`config.mk`:
```
export PLATFORM = sky130hd
export DESIGN_NAME = uart_string_top
export DESIGN_NICKNAME = d
export VERILOG_FILES = /design/src/design/uart_pkg.sv /design/src/design/uart_string_top.sv /design/src/design/frame_assembler.sv /design/src/design/frame_sender.sv /design/src/design/uart_rx.sv /design/src/design/uart_tx.sv
export SDC_FILE = /design/constraint.sdc
export NUM_CORES = 1
export LEC_CHECK = 0
export BUFFER_PORTS_ARGS = -buffer_cell sky130_fd_sc_hd__clkbuf_2
export CORE_ASPECT_RATIO = 1.25
export CORE_MARGIN = 2
export CORE_UTILIZATION = 57
export DETAILED_ROUTE_END_ITERATION = 10
export GPL_TIMING_DRIVEN = 0
export PLACE_DENSITY = 0.8
export SLEW_MARGIN = 20
export SYNTH_ARGS = -nofsm -noshare
export SYNTH_HDL_FRONTEND = slang
export SYNTH_SLANG_ARGS = --single-unit
```
`constraint.sdc`:
```
create_clock -name sys_clk -period 14.72 [get_ports sys_clk]
set_input_delay 0.736 -clock sys_clk [delete_from_list [all_inputs] [get_ports sys_clk]]
set_output_delay 0.736 -clock sys_clk [all_outputs]
set_load 0.01 [all_outputs]
```
`src/design/uart_pkg.sv`:
```
/*
 * uart string transceiver shared definitions
 * string buffer size, framing byte, string struct and FSM state types
 */
`default_nettype none

package uart_pkg;

	// capacity of one string buffer in bytes
	localparam int str_max_bytes = 32;

	// byte count 0..str_max_bytes
	localparam int len_w = $clog2(str_max_bytes + 1);

	// a frame opens and closes with two of these
	localparam logic [7:0] frame_mark = 8'h26;

	// byte 0 goes first on the line and sits in the lowest byte of data
	typedef struct packed {
		logic [len_w-1:0]           len;
		logic [str_max_bytes*8-1:0] data;
	} uart_string_t;

	typedef enum logic [1:0] {
		tx_idle,
		tx_start,
		tx_data,
		tx_stop
	} tx_state_t;

	typedef enum logic [1:0] {
		rx_idle,
		rx_start,
		rx_data,
		rx_stop
	} rx_state_t;

	typedef enum logic [2:0] {
		send_idle,
		send_head1,
		send_head2,
		send_body,
		send_tail1,
		send_tail2
	} send_state_t;

	typedef enum logic [1:0] {
		asm_hunt,
		asm_mark1,
		asm_body,
		asm_pend_mark
	} asm_state_t;

endpackage

`default_nettype wire
```
`src/design/uart_string_top.sv`:
```
/*
 * uart string transceiver
 * frame sender and byte transmitter on the tx side,
 * byte receiver and frame assembler on the rx side
 */
`default_nettype none

module uart_string_top #(
	parameter int clk_freq          = 50_000_000,
	parameter int baud_rate         = 115_200,
	parameter int idle_timeout_clks = 50_000
) (
	input  wire                         sys_clk,
	input  wire                         sys_rst_n,
	input  wire uart_pkg::uart_string_t tx_string,
	input  wire                         tx_req,
	output wire                         tx_busy,
	output wire                         tx_done,
	output wire uart_pkg::uart_string_t rx_string,
	output wire                         rx_done,
	output wire                         rx_error,
	input  wire                         uart_rx_port,
	output wire                         uart_tx_port
);

	logic [7:0] tx_byte_data;
	logic       tx_byte_req;
	logic       tx_byte_done;
	logic [7:0] rx_byte_data;
	logic       rx_byte_vld;

	// transmit path
	frame_sender u_frame_sender (
		.sys_clk   (sys_clk),
		.sys_rst_n (sys_rst_n),
		.tx_string (tx_string),
		.tx_req    (tx_req),
		.byte_done (tx_byte_done),
		.tx_busy   (tx_busy),
		.tx_done   (tx_done),
		.byte_data (tx_byte_data),
		.byte_req  (tx_byte_req)
	);

	uart_tx #(
		.clk_freq  (clk_freq),
		.baud_rate (baud_rate)
	) u_uart_tx (
		.sys_clk   (sys_clk),
		.sys_rst_n (sys_rst_n),
		.byte_data (tx_byte_data),
		.byte_req  (tx_byte_req),
		.tx        (uart_tx_port),
		.byte_done (tx_byte_done)
	);

	// receive path
	uart_rx #(
		.clk_freq  (clk_freq),
		.baud_rate (baud_rate)
	) u_uart_rx (
		.sys_clk   (sys_clk),
		.sys_rst_n (sys_rst_n),
		.rx        (uart_rx_port),
		.byte_data (rx_byte_data),
		.byte_vld  (rx_byte_vld)
	);

	frame_assembler #(
		.idle_timeout_clks (idle_timeout_clks)
	) u_frame_assembler (
		.sys_clk   (sys_clk),
		.sys_rst_n (sys_rst_n),
		.byte_data (rx_byte_data),
		.byte_vld  (rx_byte_vld),
		.rx_string (rx_string),
		.rx_done   (rx_done),
		.rx_error  (rx_error)
	);

endmodule

`default_nettype wire

```
`src/design/frame_assembler.sv`:
```
/*
 * framed string assembler
 * hunts for "&&", collects content up to the closing "&&"
 * and publishes it; idle timeout or overflow drops the frame
 */
`default_nettype none

module frame_assembler #(
	parameter int idle_timeout_clks = 50_000
) (
	input  wire                    sys_clk,
	input  wire                    sys_rst_n,
	input  wire  [7:0]             byte_data,
	input  wire                    byte_vld,
	output uart_pkg::uart_string_t rx_string,
	output logic                   rx_done,
	output logic                   rx_error
);
	import uart_pkg::*;

	localparam int idle_w = $clog2(idle_timeout_clks + 1);

	asm_state_t                 state;
	logic [idle_w-1:0]          idle_cnt;
	logic [str_max_bytes*8-1:0] fill_data;
	logic [len_w-1:0]           fill_len;
	logic                       is_mark;
	logic                       timeout;
	logic                       store_one;
	logic                       store_two;
	logic                       overflow;
	logic                       frame_open;

	assign is_mark = (byte_data == frame_mark);

	assign timeout = (state != asm_hunt) &&
		(idle_cnt == idle_w'(idle_timeout_clks));

	// plain content byte
	assign store_one = byte_vld && (state == asm_body) && !is_mark;

	// held single mark plus the byte after it
	assign store_two = byte_vld && (state == asm_pend_mark) && !is_mark;

	assign overflow = (store_one && fill_len >= len_w'(str_max_bytes)) ||
		(store_two && fill_len >= len_w'(str_max_bytes - 1));

	// second opening mark
	assign frame_open = byte_vld && (state == asm_mark1) && is_mark;

	// counts clocks since the last byte while inside a frame
	always_ff @(posedge sys_clk or negedge sys_rst_n) begin
		if (!sys_rst_n)
			idle_cnt <= '0;
		else if (state == asm_hunt || byte_vld || timeout)
			idle_cnt <= '0;
		else
			idle_cnt <= idle_cnt + 1'b1;
	end

	always_ff @(posedge sys_clk or negedge sys_rst_n) begin
		if (!sys_rst_n) begin
			state     <= asm_hunt;
			fill_len  <= '0;
			rx_string <= '0;
			rx_done   <= 1'b0;
			rx_error  <= 1'b0;
		end else begin
			rx_done  <= 1'b0;
			rx_error <= 1'b0;
			if (timeout || overflow) begin
				state    <= asm_hunt;
				rx_error <= 1'b1;
			end else if (byte_vld) begin
				case (state)
					asm_hunt: begin
						if (is_mark)
							state <= asm_mark1;
					end
					asm_mark1: begin
						fill_len <= '0;
						state    <= is_mark ? asm_body : asm_hunt;
					end
					asm_body: begin
						if (is_mark)
							state <= asm_pend_mark;
						else
							fill_len <= fill_len + 1'b1;
					end
					asm_pend_mark: begin
						if (is_mark) begin
							// closing "&&", hand the frame out
							state          <= asm_hunt;
							rx_done        <= 1'b1;
							rx_string.len  <= fill_len;
							rx_string.data <= fill_data;
						end else begin
							state    <= asm_body;
							fill_len <= fill_len + 2'd2;
						end
					end
					default: state <= asm_hunt;
				endcase
			end
		end
	end

	// content buffer, cleared at frame start so unused bytes read as zero
	always_ff @(posedge sys_clk) begin
		if (frame_open) begin
			fill_data <= '0;
		end else if (store_one && !overflow) begin
			fill_data[fill_len*8 +: 8] <= byte_data;
		end else if (store_two && !overflow) begin
			fill_data[fill_len*8 +: 8]     <= frame_mark;
			fill_data[(fill_len+1)*8 +: 8] <= byte_data;
		end
	end

endmodule

`default_nettype wire

```
`src/design/frame_sender.sv`:
```
/*
 * framed string sender
 * sends "&&", len content bytes and "&&" through the byte transmitter,
 * one byte per byte_req, with busy and done towards the user
 */
`default_nettype none

module frame_sender (
	input  wire                         sys_clk,
	input  wire                         sys_rst_n,
	input  wire uart_pkg::uart_string_t tx_string,
	input  wire                         tx_req,
	input  wire                         byte_done,
	output logic                        tx_busy,
	output logic                        tx_done,
	output logic [7:0]                  byte_data,
	output logic                        byte_req
);
	import uart_pkg::*;

	send_state_t      state;
	uart_string_t     str;
	logic [len_w-1:0] idx;

	assign tx_busy = (state != send_idle);

	// the state names the byte that is on the line
	assign byte_data = (state == send_body) ? str.data[idx*8 +: 8] : frame_mark;

	always_ff @(posedge sys_clk or negedge sys_rst_n) begin
		if (!sys_rst_n) begin
			state    <= send_idle;
			idx      <= '0;
			byte_req <= 1'b0;
			tx_done  <= 1'b0;
		end else begin
			byte_req <= 1'b0;
			tx_done  <= 1'b0;
			case (state)
				send_idle: begin
					if (tx_req) begin
						state    <= send_head1;
						byte_req <= 1'b1;
					end
				end
				send_head1: begin
					if (byte_done) begin
						state    <= send_head2;
						byte_req <= 1'b1;
					end
				end
				send_head2: begin
					if (byte_done) begin
						byte_req <= 1'b1;
						idx      <= '0;
						// empty string goes straight to the closing marks
						state    <= (str.len == '0) ? send_tail1 : send_body;
					end
				end
				send_body: begin
					if (byte_done) begin
						byte_req <= 1'b1;
						if (idx == str.len - 1'b1)
							state <= send_tail1;
						else
							idx <= idx + 1'b1;
					end
				end
				send_tail1: begin
					if (byte_done) begin
						state    <= send_tail2;
						byte_req <= 1'b1;
					end
				end
				send_tail2: begin
					if (byte_done) begin
						state   <= send_idle;
						tx_done <= 1'b1;
					end
				end
				default: state <= send_idle;
			endcase
		end
	end

	// capture on an accepted request, length clipped to the buffer size
	always_ff @(posedge sys_clk) begin
		if (state == send_idle && tx_req) begin
			str.data <= tx_string.data;
			str.len  <= (tx_string.len > len_w'(str_max_bytes)) ?
				len_w'(str_max_bytes) : tx_string.len;
		end
	end

endmodule

`default_nettype wire

```
`src/design/uart_rx.sv`:
```
/*
 * uart byte receiver
 * two-flop input sync, start bit rechecked at mid-bit,
 * data sampled at mid-bit, byte_vld only on a good stop bit
 */
`default_nettype none

module uart_rx #(
	parameter int clk_freq  = 50_000_000,
	parameter int baud_rate = 115_200
) (
	input  wire        sys_clk,
	input  wire        sys_rst_n,
	input  wire        rx,
	output logic [7:0] byte_data,
	output logic       byte_vld
);
	import uart_pkg::*;

	localparam int clks_per_bit = clk_freq / baud_rate;
	localparam int half_bit     = clks_per_bit / 2;
	localparam int cnt_w        = $clog2(clks_per_bit + 1);

	rx_state_t        state;
	logic [cnt_w-1:0] baud_cnt;
	logic [2:0]       bit_cnt;
	logic             rx_meta;
	logic             rx_sync;
	logic             rx_prev;
	logic             fall;
	logic             sample;

	// line idles high, so the sync chain resets to 1
	always_ff @(posedge sys_clk or negedge sys_rst_n) begin
		if (!sys_rst_n) begin
			rx_meta <= 1'b1;
			rx_sync <= 1'b1;
			rx_prev <= 1'b1;
		end else begin
			rx_meta <= rx;
			rx_sync <= rx_meta;
			rx_prev <= rx_sync;
		end
	end

	assign fall = rx_prev & ~rx_sync;

	// half a bit into the start bit, then one full bit per step
	assign sample = (state == rx_start) ? (baud_cnt == cnt_w'(half_bit - 1)) :
		(baud_cnt == cnt_w'(clks_per_bit - 1));

	always_ff @(posedge sys_clk or negedge sys_rst_n) begin
		if (!sys_rst_n)
			baud_cnt <= '0;
		else if (state == rx_idle || sample)
			baud_cnt <= '0;
		else
			baud_cnt <= baud_cnt + 1'b1;
	end

	always_ff @(posedge sys_clk or negedge sys_rst_n) begin
		if (!sys_rst_n) begin
			state    <= rx_idle;
			bit_cnt  <= '0;
			byte_vld <= 1'b0;
		end else begin
			byte_vld <= 1'b0;
			case (state)
				rx_idle: begin
					if (fall)
						state <= rx_start;
				end
				rx_start: begin
					if (sample) begin
						// short glitch, not a real start bit
						state   <= rx_sync ? rx_idle : rx_data;
						bit_cnt <= '0;
					end
				end
				rx_data: begin
					if (sample) begin
						bit_cnt <= bit_cnt + 1'b1;
						if (bit_cnt == 3'd7)
							state <= rx_stop;
					end
				end
				rx_stop: begin
					if (sample) begin
						state    <= rx_idle;
						byte_vld <= rx_sync;
					end
				end
				default: state <= rx_idle;
			endcase
		end
	end

	// lsb arrives first, shift in from the top
	always_ff @(posedge sys_clk) begin
		if (state == rx_data && sample)
			byte_data <= {rx_sync, byte_data[7:1]};
	end

endmodule

`default_nettype wire

```
`src/design/uart_tx.sv`:
```
/*
 * uart byte transmitter
 * start bit, 8 data bits lsb first, one stop bit
 * byte_done pulses once the stop bit has gone out
 */
`default_nettype none

module uart_tx #(
	parameter int clk_freq  = 50_000_000,
	parameter int baud_rate = 115_200
) (
	input  wire        sys_clk,
	input  wire        sys_rst_n,
	input  wire  [7:0] byte_data,
	input  wire        byte_req,
	output logic       tx,
	output logic       byte_done
);
	import uart_pkg::*;

	localparam int clks_per_bit = clk_freq / baud_rate;
	localparam int cnt_w        = $clog2(clks_per_bit + 1);

	tx_state_t        state;
	logic [cnt_w-1:0] baud_cnt;
	logic [2:0]       bit_cnt;
	logic [7:0]       shift_reg;
	logic             bit_end;

	// last clock of the current bit period
	assign bit_end = (baud_cnt == cnt_w'(clks_per_bit - 1));

	always_ff @(posedge sys_clk or negedge sys_rst_n) begin
		if (!sys_rst_n)
			baud_cnt <= '0;
		else if (state == tx_idle || bit_end)
			baud_cnt <= '0;
		else
			baud_cnt <= baud_cnt + 1'b1;
	end

	// line level is registered so the pin never glitches
	always_ff @(posedge sys_clk or negedge sys_rst_n) begin
		if (!sys_rst_n) begin
			state     <= tx_idle;
			bit_cnt   <= '0;
			tx        <= 1'b1;
			byte_done <= 1'b0;
		end else begin
			byte_done <= 1'b0;
			case (state)
				tx_idle: begin
					if (byte_req) begin
						state <= tx_start;
						tx    <= 1'b0;
					end
				end
				tx_start: begin
					if (bit_end) begin
						state   <= tx_data;
						bit_cnt <= '0;
						tx      <= shift_reg[0];
					end
				end
				tx_data: begin
					if (bit_end) begin
						bit_cnt <= bit_cnt + 1'b1;
						if (bit_cnt == 3'd7) begin
							state <= tx_stop;
							tx    <= 1'b1;
						end else begin
							// shifter moves on the same edge
							tx <= shift_reg[1];
						end
					end
				end
				tx_stop: begin
					if (bit_end) begin
						state     <= tx_idle;
						byte_done <= 1'b1;
					end
				end
				default: state <= tx_idle;
			endcase
		end
	end

	always_ff @(posedge sys_clk) begin
		if (state == tx_idle && byte_req)
			shift_reg <= byte_data;
		else if (state == tx_data && bit_end)
			shift_reg <= {1'b0, shift_reg[7:1]};
	end

endmodule

`default_nettype wire

```
==> run metrics <==
htree depth=3; DIE AREA=0.0661 mm^2; Hold Path Class=in2async; Sw Share=21.6%; crit end category=flip-flop; PortBufs=532; clock share of power=45.3%; largest area contributor in the netlist=edfxtp_1; period utilization=34.1%; Power Internal=0.00371 W; Resized Gates After CTS=0; Reg clk slew, reported paths=0.07 ns; CTS Sinks=867; Die Wd=230 um; Async SR Flop Fraction=38.4%; 1st-pass router iterations=6; Final Non-Filler Cells=4905; slew at the pin closest to its max-slew limit=1.36 ns; top cells by area, synth=edfxtp_1 (23%), dfrtp_1 (23%), dfxtp_1 (14%); Crit Reg-Reg Startpoint=u_uart_rx.byte_data[3]$_DFFE_PP_; Layout area overhead=18.8%; Sw Pwr=0.00102 W; Net Count, Synth=3646; DP HPWL=104000 um; dpl cells=4743; Lkg Pwr=18.6 nW; startpoint types=flip-flop; yosys warns=0; Critical Path RT=15.24 ns; Synth top cells by count=nand2_1 (947), dfrtp_1 (329), edfxtp_1 (278); I/O pin count=533; Via density=6.25; Design Area, Final=0.0434 mm^2; sequential power share=52.6%; Slew headroom=8.60%; CTS Buf Count=81; Crit Path Max Fanout=10; run status=finished clean; CP max stage delay=0.90 ns; Avg WL per Cell=28.7 um; Placement Cell Area=0.0407 mm^2; fillers=4612; Max stage delay cell, worst path=nor3b_2; Period minus WS final=5.01 ns; final hold slack=0.0255 ns; Nets=4280; Routed Antenna Nets=0; vias=30.7k; PwrDens=109 mW/mm^2; die span in y=287 um; Starting DRT DRC Count=2950; GRT Residual Overflow=0; flop-to-flop setup slack=9.71 ns; RSZ-0062 raised after global routing=no; # DRC=0; GPL Wtd Cong=1.05; max-slew violation count=0; worst path arrival time=5.53 ns; core footprint=0.0633 mm^2; Post-Synthesis Cells=3352; WL final=141000 um; Max Cap Violations=0; Regs by FF count=u_frame_assembler.rx_string (262), u_frame_sender.str (262), u_frame_assembler.fill_data (256); Root Driver=clkbuf_16; Starting Density=57.7%; number of enable flip-flop cells after synthesis=278; Peak Freq=199 MHz; share of the synthesized area in the top cell type=22.9%; # hold bufs at CTS=0; Setup TNS=0 ns; R2R Path End=u_frame_assembler.fill_data[97]$_SDFFE_PP0P_; CP Cell Sequence=clkbuf_1 -> nor4b_4 -> and2_1 -> clkbuf_1 -> nor3b_2 -> buf_2 -> buf_2 -> clkbuf_1 -> o2111ai_1 -> o211a_1; worst-skew pair later-pin latency=0.68 ns; first-pass GRT wire length=201000 um; VDD IR max=155 uV; most frequent cell after synthesis=nand2_1; clock tree from TritonCTS=built; largest net degree at the start of global routing=92; crit-path most repeated cell=clkbuf_1; cell area after synthesis=0.0365 mm^2; number of global-route vias before repair=30.5k; Seq/Total Area, Yosys=59.7%; Post-Syn Area per Cell=10.9 um^2; Bufs on Longest Clock Path=3; final hold violation count=0; main flop type after synthesis=dfrtp_1; Comb pwr share=2.1%; R2R depth=10; # Post-CTS Setup Buffers=0; Fin Clk Skew=0.0628 ns; WS Path Type=reg2reg; synthesized flop and latch total=867; layout cell share with drive strength beyond 1=23.5%; endpoints failing setup=0; initial antenna violation count=11; Tot GR Track Use=42.2%; synth unique cells=109; Core Rows=103
-- per-stage QoR --
| stage | total power, W | util [%] | setup slack [ns] |
|---|---|---|---|
| after floorplan | 0.00257 | - | 1.94 |
| after global placement | 0.00263 | 63.6 | -1.50 |
| after detailed placement | 0.00264 | 64.3 | 9.72 |
| after CTS | 0.00473 | 68.5 | 9.69 |
| after global routing | 0.00483 | 68.6 | 9.62 |
| final | 0.00473 | 68.6 | 9.71 |
-- power groups by stage --
stage | clock network, W | registers [W] | logic [W]
after floorplan | 0 | 0.00254 | 0.0000295
final | 0.00214 | 0.00249 | 0.0000993
after global placement | 0 | 0.00254 | 0.0000894
after global routing | 0.00223 | 0.00249 | 0.000110
after CTS | 0.00214 | 0.00249 | 0.0000998
after detailed placement | 0 | 0.00254 | 0.0000959
-- final cells by class --
type	count	area, um^2	area share [%]
antenna	10	25.0	0.0576
buffer	207	925	2.13
clock buffer	115	2300	5.31
clock inverter	37	394	0.908
inverter	30	113	0.259
multi-input combinational	2248	13800	31.7
sequential	867	21800	50.2
tap	840	1050	2.42
timing repair buffer	551	3020	6.96
-- worst max-delay path: cells and delay by family (launching register included) --
kind,cells,cell delay (ns)
simple gates,3,1.23
buf+inv,5,2.68
flops,1,0.35
compound gates,2,0.58
-- cell families (layout without fill, tap and decap cells) --
logic type	Yosys count	in the layout	share of synthesized area (%)
DFF	867	867	59.7
AOI/OAI and AO/OA	619	619	12.2
muxes	115	115	5.85
other	0	10	0
xor gates and xnor gates	51	51	1.37
and+or+nand+nor	1435	1435	17.0
adders and majority gates	28	28	0.959
buffers and inverters	237	940	2.83
-- placed cells by master (no fill, tap or decap), types with 16 or more instances in the layout --
cell type / Yosys / final
nand2_1: 947 / 947
xor2_1: 24 / 23
clkbuf_1: 111 / 127
clkbuf_2: 1 / 539
o22ai_1: 44 / 44
mux2_2: 17 / 17
clkbuf_16: 0 / 84
dfrtp_1: 329 / 329
xnor2_1: 22 / 20
ha_1: 28 / 28
buf_4: 12 / 16
o2bb2ai_1: 36 / 36
mux4_2: 77 / 77
nor2_1: 152 / 151
buf_2: 66 / 67
and2_1: 29 / 29
a22oi_1: 23 / 23
and3_1: 28 / 28
inv_1: 29 / 29
o21ai_0: 133 / 130
a31oi_1: 23 / 23
a32o_1: 23 / 23
mux2i_1: 21 / 21
a22o_1: 39 / 39
nor3_1: 50 / 45
nand4_1: 28 / 28
a21oi_1: 93 / 93
a32oi_1: 33 / 33
nand3_1: 99 / 99
edfxtp_1: 278 / 278
o31ai_1: 18 / 18
dfxtp_1: 256 / 256
-- how the worst max path moves through the flow --
stage                                                    startpoint                                            end
after floorplan                 u_frame_sender.state[2]$_DFFE_PN0P_                u_frame_sender.str[0]$_DFFE_PP_
after global placement          u_frame_sender.state[2]$_DFFE_PN0P_               u_frame_sender.str[52]$_DFFE_PP_
after detailed placement  u_frame_assembler.fill_len[0]$_DFFE_PN0P_  u_frame_assembler.fill_data[174]$_SDFFE_PP0P_
after CTS                 u_frame_assembler.fill_len[0]$_DFFE_PN0P_  u_frame_assembler.fill_data[172]$_SDFFE_PP0P_
after global routing      u_frame_assembler.fill_len[1]$_DFFE_PN0P_  u_frame_assembler.fill_data[214]$_SDFFE_PP0P_
final                              u_uart_rx.byte_data[3]$_DFFE_PP_   u_frame_assembler.fill_data[97]$_SDFFE_PP0P_
-- metal layers --
layer / track usage (%) / share of wire [%] / vias up
met4: 34.4 / 9.8 / 0
li1: - / - / 13300
met3: 9.69 / 8.9 / 523
met5: 0 / 0 / -
met1: 46.6 / 34 / 14900
met2: 69.9 / 48 / 1876
Note: power is estimated with default switching activity, not from simulation.
